## config.mk

```make
export PLATFORM = sky130hd
export DESIGN_NAME = mister_frame
export DESIGN_NICKNAME = d
export VERILOG_FILES = /design/src/frame_pkg.sv /design/src/frame_hold_timer.sv /design/src/frame_rom_loader.sv /design/src/frame_rst_fsm.sv /design/src/frame_video_out.sv /design/src/mister_frame.sv
export SDC_FILE = /design/constraint.sdc
export NUM_CORES = 1
export LEC_CHECK = 0
export ABC_CLOCK_PERIOD_IN_PS = 1670
export BUFFER_PORTS_ARGS = -buffer_cell sky130_fd_sc_hd__buf_2
export CAP_MARGIN = 20
export CORE_MARGIN = 1.5
export CORE_UTILIZATION = 43
export CTS_BUF_LIST = sky130_fd_sc_hd__clkbuf_8 sky130_fd_sc_hd__clkbuf_16
export CTS_CLUSTER_SIZE = 20
export DETAILED_ROUTE_END_ITERATION = 10
export PLACE_DENSITY = 0.76
export SYNTH_ARGS = -nofsm -noshare
export SYNTH_HDL_FRONTEND = slang
export SYNTH_SLANG_ARGS = --single-unit
```

## constraint.sdc

```tcl
create_clock -name clk_sys -period 1.67 [get_ports clk_sys]
set_input_delay 0 -clock clk_sys [delete_from_list [all_inputs] [get_ports clk_sys]]
set_output_delay 0 -clock clk_sys [all_outputs]
set_load 0.05 [all_outputs]
```

## src/frame_pkg.sv

```systemverilog
`default_nettype none

package frame_pkg;

    localparam int COLORW        = 4;   // Colour bits per channel from the core
    localparam int RST_HOLD      = 16;  // Game reset hold in clk_sys cycles
    localparam int ROM_AW        = 22;  // Host byte address width
    localparam int STATUS_FX_LSB = 3;   // Scanline level field in status
    localparam int HOLD_W        = 5;   // Must hold RST_HOLD

    // Native video as the core produces it
    typedef struct packed {
        logic [COLORW-1:0] r;
        logic [COLORW-1:0] g;
        logic [COLORW-1:0] b;
        logic              hs;
        logic              vs;
        logic              lhbl;    // Low during horizontal blank
        logic              lvbl;    // Low during vertical blank
    } game_video_t;

    // Video ready for the output stage
    typedef struct packed {
        logic [7:0] r;
        logic [7:0] g;
        logic [7:0] b;
        logic       hs;
        logic       vs;
        logic       de;
    } video_t;

    // One byte strobe from the host download
    typedef struct packed {
        logic [ROM_AW-1:0] addr;
        logic [7:0]        data;
        logic              wr;
    } ioctl_t;

    // Word write towards the memory port
    typedef struct packed {
        logic [ROM_AW-2:0] addr;    // Word address
        logic [15:0]       data;
        logic [1:0]        mask;    // Active low, bit 1 masks the high byte
        logic              we;
    } prog_t;

    typedef enum logic [1:0] {
        ST_HOLD,
        ST_LOAD,
        ST_RUN
    } rst_state_e;

endpackage

`default_nettype wire

```

## src/frame_hold_timer.sv

```systemverilog
`timescale 1ns/1ps
`default_nettype none

module frame_hold_timer import frame_pkg::*; (
    input  logic clk_sys,
    input  logic rst_n,
    input  logic hold_start,
    output logic hold_done
);

    logic [HOLD_W-1:0] cnt;     // Zero means idle

    always_ff @(posedge clk_sys) begin
        if (!rst_n) begin
            cnt <= '0;
        end else if (hold_start) begin
            cnt <= HOLD_W'(RST_HOLD);   // Restart also while counting
        end else if (cnt != '0) begin
            cnt <= cnt - 1'b1;
        end
    end

    // Last counting cycle, a restart in the same cycle wins
    assign hold_done = (cnt == HOLD_W'(1)) && !hold_start;

endmodule

`default_nettype wire

```

## src/frame_rom_loader.sv

```systemverilog
`timescale 1ns/1ps
`default_nettype none

module frame_rom_loader import frame_pkg::*; (
    input  logic   clk_sys,
    input  logic   rst_n,
    input  ioctl_t ioctl,
    input  logic   downloading,
    output prog_t  prog
);

    logic [7:0]        even_byte;   // Low byte waiting for its partner
    logic [ROM_AW-2:0] even_addr;
    logic              pending;
    logic              dl_prev;
    logic              byte_wr;
    logic              word_go;
    logic              flush_go;

    logic [ROM_AW-2:0] word_addr;
    logic [15:0]       word_data;
    logic [1:0]        word_mask;
    logic              word_we;

    assign byte_wr  = ioctl.wr & downloading;
    assign word_go  = byte_wr & ioctl.addr[0];     // Odd byte closes a word
    assign flush_go = dl_prev & ~downloading & pending;

    // Byte and word payload
    always_ff @(posedge clk_sys) begin
        if (byte_wr && !ioctl.addr[0]) begin
            even_byte <= ioctl.data;
            even_addr <= ioctl.addr[ROM_AW-1:1];
        end
        if (word_go) begin
            word_addr <= ioctl.addr[ROM_AW-1:1];
            word_data <= {ioctl.data, even_byte};
            word_mask <= 2'b00;
        end else if (flush_go) begin
            word_addr <= even_addr;
            word_data <= {8'h00, even_byte};
            word_mask <= 2'b10;     // Lone low byte
        end
    end

    always_ff @(posedge clk_sys) begin
        if (!rst_n) begin
            pending <= 1'b0;
            dl_prev <= 1'b0;
            word_we <= 1'b0;
        end else begin
            dl_prev <= downloading;
            word_we <= word_go | flush_go;
            if (byte_wr) begin
                pending <= ~ioctl.addr[0];
            end else if (flush_go) begin
                pending <= 1'b0;
            end
        end
    end

    assign prog = '{addr: word_addr, data: word_data, mask: word_mask, we: word_we};

endmodule

`default_nettype wire

```

## src/frame_rst_fsm.sv

```systemverilog
`timescale 1ns/1ps
`default_nettype none

module frame_rst_fsm import frame_pkg::*; (
    input  logic clk_sys,
    input  logic rst_n,
    input  logic downloading,
    input  logic rst_req,
    input  logic hold_done,
    output logic hold_start,
    output logic game_rst_n
);

    rst_state_e state;
    rst_state_e state_nx;
    logic       dl_prev;
    logic       dl_rise;
    logic       dl_fall;

    assign dl_rise = downloading & ~dl_prev;
    assign dl_fall = ~downloading & dl_prev;

    always_comb begin
        state_nx = state;
        if (dl_rise) begin
            state_nx = ST_LOAD;     // A new download wins from any state
        end else begin
            case (state)
                ST_HOLD: begin
                    if (hold_done) begin
                        state_nx = ST_RUN;
                    end
                end
                ST_LOAD: begin
                    if (dl_fall) begin
                        state_nx = ST_HOLD;
                    end
                end
                ST_RUN: begin
                    if (rst_req) begin
                        state_nx = ST_HOLD;
                    end
                end
                default: state_nx = ST_HOLD;
            endcase
        end
    end

    always_ff @(posedge clk_sys) begin
        if (!rst_n) begin
            state      <= ST_HOLD;
            dl_prev    <= 1'b0;
            hold_start <= 1'b1;     // Timer starts right after board reset
            game_rst_n <= 1'b0;
        end else begin
            state      <= state_nx;
            dl_prev    <= downloading;
            hold_start <= (state_nx == ST_HOLD) && (state != ST_HOLD);
            game_rst_n <= (state_nx == ST_RUN);
        end
    end

endmodule

`default_nettype wire

```

## src/frame_video_out.sv

```systemverilog
`timescale 1ns/1ps
`default_nettype none

module frame_video_out import frame_pkg::*; (
    input  logic        clk_sys,
    input  logic        rst_n,
    input  logic        pxl_cen,
    input  game_video_t game,
    input  logic [1:0]  fx_level,
    output video_t      video,
    output logic        video_cen
);

    logic   hs_prev;
    logic   vs_prev;
    logic   line_odd;       // Parity of the line in progress
    logic   line_odd_now;
    logic   de;
    logic   [1:0] dim;
    video_t vid_nx;

    // Repeat the colour into 8 bits, then darken by sh
    function automatic logic [7:0] widen(input logic [COLORW-1:0] c, input logic [1:0] sh);
        logic [7:0] full;
        full = {c, c};
        return full >> sh;
    endfunction

    always_comb begin
        // Parity including an edge in this very cycle
        if (game.vs && !vs_prev) begin
            line_odd_now = 1'b0;    // First line after vsync is even
        end else if (game.hs && !hs_prev) begin
            line_odd_now = ~line_odd;
        end else begin
            line_odd_now = line_odd;
        end

        de  = game.lhbl & game.lvbl;
        dim = line_odd_now ? fx_level : 2'd0;

        vid_nx.r  = de ? widen(game.r, dim) : 8'h00;
        vid_nx.g  = de ? widen(game.g, dim) : 8'h00;
        vid_nx.b  = de ? widen(game.b, dim) : 8'h00;
        vid_nx.hs = game.hs;
        vid_nx.vs = game.vs;
        vid_nx.de = de;
    end

    always_ff @(posedge clk_sys) begin
        if (!rst_n) begin
            hs_prev   <= 1'b0;
            vs_prev   <= 1'b0;
            line_odd  <= 1'b0;
            video     <= '0;
            video_cen <= 1'b0;
        end else begin
            hs_prev   <= game.hs;
            vs_prev   <= game.vs;
            line_odd  <= line_odd_now;
            video     <= vid_nx;
            video_cen <= pxl_cen;   // Keeps the enable aligned with the pixel
        end
    end

endmodule

`default_nettype wire

```

## src/mister_frame.sv

```systemverilog
`timescale 1ns/1ps
`default_nettype none

module mister_frame import frame_pkg::*; (
    input  logic        clk_sys,
    input  logic        rst_n,
    // ROM download
    input  ioctl_t      ioctl,
    input  logic        downloading,
    output prog_t       prog,
    // Game reset
    input  logic        rst_req,
    output logic        game_rst_n,
    // Host settings
    input  logic [31:0] status,
    // Video
    input  logic        pxl_cen,
    input  game_video_t game,
    output video_t      video,
    output logic        video_cen
);

    logic       hold_start;
    logic       hold_done;
    logic [1:0] fx_level;

    assign fx_level = status[STATUS_FX_LSB +: 2];  // Scanline strength from the OSD

    frame_rst_fsm u_rst_fsm (
        .clk_sys     ( clk_sys     ),
        .rst_n       ( rst_n       ),
        .downloading ( downloading ),
        .rst_req     ( rst_req     ),
        .hold_done   ( hold_done   ),
        .hold_start  ( hold_start  ),
        .game_rst_n  ( game_rst_n  )
    );

    frame_hold_timer u_hold_timer (
        .clk_sys     ( clk_sys     ),
        .rst_n       ( rst_n       ),
        .hold_start  ( hold_start  ),
        .hold_done   ( hold_done   )
    );

    frame_rom_loader u_rom_loader (
        .clk_sys     ( clk_sys     ),
        .rst_n       ( rst_n       ),
        .ioctl       ( ioctl       ),
        .downloading ( downloading ),
        .prog        ( prog        )
    );

    frame_video_out u_video_out (
        .clk_sys     ( clk_sys     ),
        .rst_n       ( rst_n       ),
        .pxl_cen     ( pxl_cen     ),
        .game        ( game        ),
        .fx_level    ( fx_level    ),
        .video       ( video       ),
        .video_cen   ( video_cen   )
    );

endmodule

`default_nettype wire

```

---- Word level (Yosys, flattened, before mapping) ----
Cells that the tools add are included.
Widths: inputs -> output; s select.
word-level totals
  register bits ........................... 108
  input port bits ......................... 84
  output and inout port bits .............. 69
  word-level logic and storage cells ...... 75
cells by class
  add/subtract/negate cells ............... 1
  equality and inequality tests ........... 4
  shift-type cells ........................ 3
  muxes and demuxes ....................... 16
  bitwise gates (word level) .............. 12
  reductions and logical operators ........ 18
operators with widths
  cell                 count
  $mux 21              2
  $mux 16              2
  $shr 8x2->8          3
  $mux 2               5
  $mux 5               2
  $reduce_bool 2->1    4
  $and 1x1->1          6
  $pmux 2 s3           1
  $eq 5x1->1 const B   1
  $logic_and 1x1->1    5
  $not 1->1            5
  $reduce_bool 5->1    1
  $sub 5x1->5 const B  1
  $eq 2x2->1 const B   2
  $logic_not 1->1      4
  $logic_not 2->1      2
  $mux 1               4
  $eq 2x1->1 const B   1
  $reduce_and 2->1     1
  $reduce_or 2->1      1
  $or 1x1->1           1

---- Longest topological paths before layout ----
  depth in word-level cells ............... 7
  depth in mapped cells ................... 6
  depth with buffers taken out ............ 5

---- Modules after synthesis ----
A second synthesis with hierarchy kept.
unflattened totals
  cell total of the unflattened synthesis .. 244
  area, all modules ....................... 3911.3 sq um
by module, submodules not included
  module            times used  cells each  area an instance (sq um)  seq. area each (sq um)
  frame_rom_loader  1           118         2552.4                    2062.0
  frame_video_out   1           84          929.6                     520.5
  frame_hold_timer  1           26          247.7                     100.1
  frame_rst_fsm     1           16          181.4                     100.1

---- Least setup slack after synthesis ----
No wires, ideal clock.
  path kind ............................... input -> register
  from .................................... input ioctl[0] (netlist name)
  to ...................................... register u_rom_loader.even_addr[0] (enable)
  data arrival time ....................... 1.325 ns
  data required time ...................... 1.253 ns
  slack ................................... -0.071 ns
  stages on the path ...................... 2
  buffers on the path ..................... 0
  cells stage by stage .................... nand2_1 -> nor2_1
between the ends
  longest elaborated chain between the ends .. 2
RTL lines
  what                  RTL line                source
  start, declared       mister_frame.sv:8       input ioctl_t ioctl,
  $and 1x1->1           frame_rom_loader.sv:25  assign byte_wr = ioctl.wr & downloading;
  $logic_and 1x1->1     frame_rom_loader.sv:31  if (byte_wr && !ioctl.addr[0]) begin
  end signal, assigned  frame_rom_loader.sv:33  even_addr <= ioctl.addr[ROM_AW-1:1];
  end, declared         frame_rom_loader.sv:13  logic [ROM_AW-2:0] even_addr;
No other way between the ends.
A chain may end at the register's enable or synchronous reset.

---- Final worst setup path ----
  from .................................... register u_video_out.hs_prev
  to ...................................... register, netlist name u_video_out.video[14]
between the ends
  longest elaborated chain between the ends .. 6
RTL lines
  what                    RTL line               source
  start, declared         frame_video_out.sv:14  logic hs_prev;
  start signal, assigned  frame_video_out.sv:58  hs_prev <= game.hs;
  $logic_not 1->1         frame_video_out.sv:33  end else if (game.hs && !hs_prev) begin
  $logic_and 1x1->1       frame_video_out.sv:33
  $mux 1                  frame_video_out.sv:33
  $mux 1                  frame_video_out.sv:31  if (game.vs && !vs_prev) begin
  $mux 2                  frame_video_out.sv:40  dim = line_odd_now ? fx_level : 2'd0;
  $shr 8x2->8             frame_video_out.sv:26  return full >> sh;
No other way between the ends.

==> impl_results.md <==
- CTS tree: built
- Number of global-route vias before repair: 2858
- # fillers: 687
- Post-Synth Simple-Gate Area: 14.59%
- Post-route ant nets: 0
- Clk_lat worst skew: about 350 ps
- Post-synthesis async set-or-reset flop share: 0%
- Starting Density: approximately 44%
- Drt via density: 4.814
- Critical path depth in cells: 5
- Fraction of layout cells with a size suffix above 1: 32.35%
- Core area: roughly 8700 µm²
- GRT overflow: 0
- Initial antenna violation count: 0
- Unique masters post-synth: 35
- N_diodes: 0
- Hold path depth: 4
- Clock Path Buffers: 2
- Post-CTS setup buffer count: 0
- Worst-path cell chain: nand2b_4 -> xnor2_4 -> nand3_2 -> mux2i_1 -> o22ai_1
- Post-synth EDFFs: 66
- Ys flop type: edfxtp_1
- Outcome: completed
- Row count: 34
- Crit-path slowest cell: mux2i_1
- Die area: approximately 9500 µm²
- CP required: 1910 ps
- Crit path kind: flop to flop
- Synth Area per Inst: approximately 13 µm²
- Mapped Area: approximately 3800 µm²
- Post-Synth XOR/XNOR Area: 1.407%
- Mapped Cells: 295
- Fmax: 0.6663 GHz
- Final Cycle Share: 89.87%
- Max Cap Viol: 0
- Critical Path AT: 1740 ps
- Mux cell area share after synthesis: ~3.2%
- DRC viols: 0
- Worst hold path type: primary input to flop
- Crit path largest cell delay: between 300 and 400 ps
- Input/output buffers: 121
- First-pass GRT wire length: 13250 µm
- CTS root buffer: clkbuf_8
- P&R area growth vs syn: 37.42%
- Clk_skew: 11.69 ps
- CP Buf/Inv Count: 0
- RR Startpoint: u_video_out.hs_prev
- Pwr/cell area: 1013 nW/µm²
- Synth area leader: edfxtp_1
- Sequential area share after synthesis: 72.23%
- Crit path time final: 1501 ps
- WL/cell: ~14 µm
- Clk pin slew, worst setup/hold paths: roughly 110 ps
- Final Max Slew Viols: 0
- VDD IR max: 0.0005404 V
- Hold slack: between 50 and 60 ps
- Max FO, Critical Path: 8
- CTS buffer count: 9
- Setup crit end kind: flop
- Num Clock Sinks: 105
- Hold_sp: ioctl[9]
- Lkg Pwr: 2.308 nW
- Area fraction of the dominant cell type after synthesis: 51.82%
- FF+latch count, synth: ~110
- Final hold viol count: 0
- Setup violators final: 0
- NumNets Final: ~560
- Post-layout util: 60.57%
- Die Y: between 90 and 100 µm
- CP top delay family: simple AND/OR/NAND/NOR gates
- Startpoint Class: flop
- R2r worst-path depth: 5
- Synth Net Count: approximately 380
- CTS H-tree lvls: 3
- RSZ-0062 raised after global routing: false
- Largest net degree at the start of global routing: 31
- Yosys warns: 0
- Via Count: 2797
- Drt pass-1 iters: 4
- Gpl congestion: 0.8101
- I/O pin count: roughly 150
- Synth area leaders: edfxtp_1, dfxtp_1, nand2_1
- Count of cells resized by post-cts repair: 0
- CTS Hold Bufs: 51
- Adder-cell area share of the yosys netlist: 1.243%
- Compound-Gate Fraction of Synth Area: 3.991%
- Tot GR Track Use: 17.66%
- Worst reg-to-reg setup slack: around 170 ps
- Die width: 97.32 µm
- Setup tns final: 0 ps
- Largest family of logic cells by synthesized area: simple AND/OR/NAND/NOR gates
- Initial DRC Count: 127
- Final WL: 8252 µm
- Final HPWL DP: 5403 µm
- Crit. Startpoint: u_video_out.hs_prev
-- cell type report --
class | count | area [µm²] | share of cell area [%]
Clock buffer | 9 | 123.9 | 2.357
Clock inverter | 7 | 86.33 | 1.642
Inverter | 6 | 22.52 | 0.4285
Multi-Input combinational cell | 167 | 944.7 | 17.97
Sequential cell | 105 | 2763 | 52.56
Tap cell | 108 | 135.1 | 2.571
Timing Repair Buffer | 179 | 1181 | 22.47
-- flip-flops by register name, indices dropped and copies added (netlist names) --
register and cells:
u_rst_fsm.game_rst_n 1, u_video_out.video 22, u_rom_loader.pending 1, u_rom_loader.word_mask 1
u_video_out.line_odd 1, u_rom_loader.word_addr 21, u_rom_loader.dl_prev 1, u_rst_fsm.hold_start 1
u_rom_loader.even_byte 8, u_rom_loader.word_data 16, u_hold_timer.cnt 5, u_video_out.hs_prev 1
u_video_out.video_cen 1, u_rom_loader.word_we 1, u_video_out.vs_prev 1, u_rom_loader.even_addr 21
u_rst_fsm.state 2
-- worst reg2reg max path, cell delays in order, from the launching register on --
cell      delay, ps
dfxtp_1         320
nand2b_4        160
xnor2_4         190
nand3_2         270
mux2i_1         340
o22ai_1         120
-- per-stage QoR --
| stage | instances | worst slack, ps | instance area [µm²] | power, mW |
|---|---|---|---|---|
| after floorplan | 295 | 258.3 | 3830 | 3.457 |
| after global placement | 514 | 227.6 | 4536 | 3.625 |
| after detailed placement | 514 | 168.7 | 4536 | 3.651 |
| after CTS | 581 | 162.6 | 5256 | 5.376 |
| after global routing | 581 | 13.17 | 5256 | 5.545 |
| final | 581 | 169.1 | 5256 | 5.326 |
-- kinds of logic after synthesis --
family	count (synthesis)
AO/OA/AOI/OAI	24
XOR/XNOR	4
adder cells (fa/ha/maj)	4
buffers and inverters	23
flip-flops	105
multiplexers	12
other	1
AND/OR/NAND/NOR	122
-- report_power, final --
part	internal (mW)	total, mW	switching (mW)	leakage [nW]
logic	0.296	0.762	0.466	1.26
clock network	0.731	1.64	0.907	0.110
registers	2.88	2.93	0.0484	0.935
total	3.90	5.33	1.42	2.31
-- cell usage in the layout (no fill, tap or decap), types with 2 or more instances in the layout --
cell type	instances
a21oi_1	3
and2_1	14
and3_1	2
buf_2	121
buf_4	6
clkbuf_8	9
dfxtp_1	39
dlygate4sd3_1	51
edfxtp_1	66
ha_1	3
inv_1	6
inv_8	3
mux2i_1	11
nand2_1	73
nand2b_1	3
nand2b_4	2
nand3_1	3
nor2_1	14
nor2b_1	2
nor3_1	3
o22ai_1	15
xnor2_1	3
-- synth_stat cells (2+ instances only) --
master,number
a21oi_1,3
ha_1,3
mux2i_1,11
edfxtp_1,66
clkbuf_1,7
and3_1,2
nand3_1,3
nor3_1,3
and2_1,14
inv_1,6
nor2b_1,2
nor2_1,15
o22ai_1,15
buf_4,7
nand2b_4,2
nand2b_1,3
buf_2,2
xnor2_1,3
dfxtp_1,39
nand2_1,74
-- metal layers --
metal / part of all wire, % / up-vias / wire (µm) / GRT usage [%]
met3: 5.4 / 22 / 446 / 4.029
met4: 2.8 / 0 / 227 / 6.923
met5: 0 / - / 0 / 0
li1: - / 1350 / - / -
met1: 42 / 1321 / 3453 / 21.14
met2: 50 / 104 / 4125 / 30.93
-- final timing paths --
check,to
worst min register to register,u_rom_loader.word_data[2]
worst min-delay path,u_rom_loader.pending
worst max-delay path,u_video_out.video[14]
worst max register to register,u_video_out.video[14]
Power figures use the tool's default switching activity.
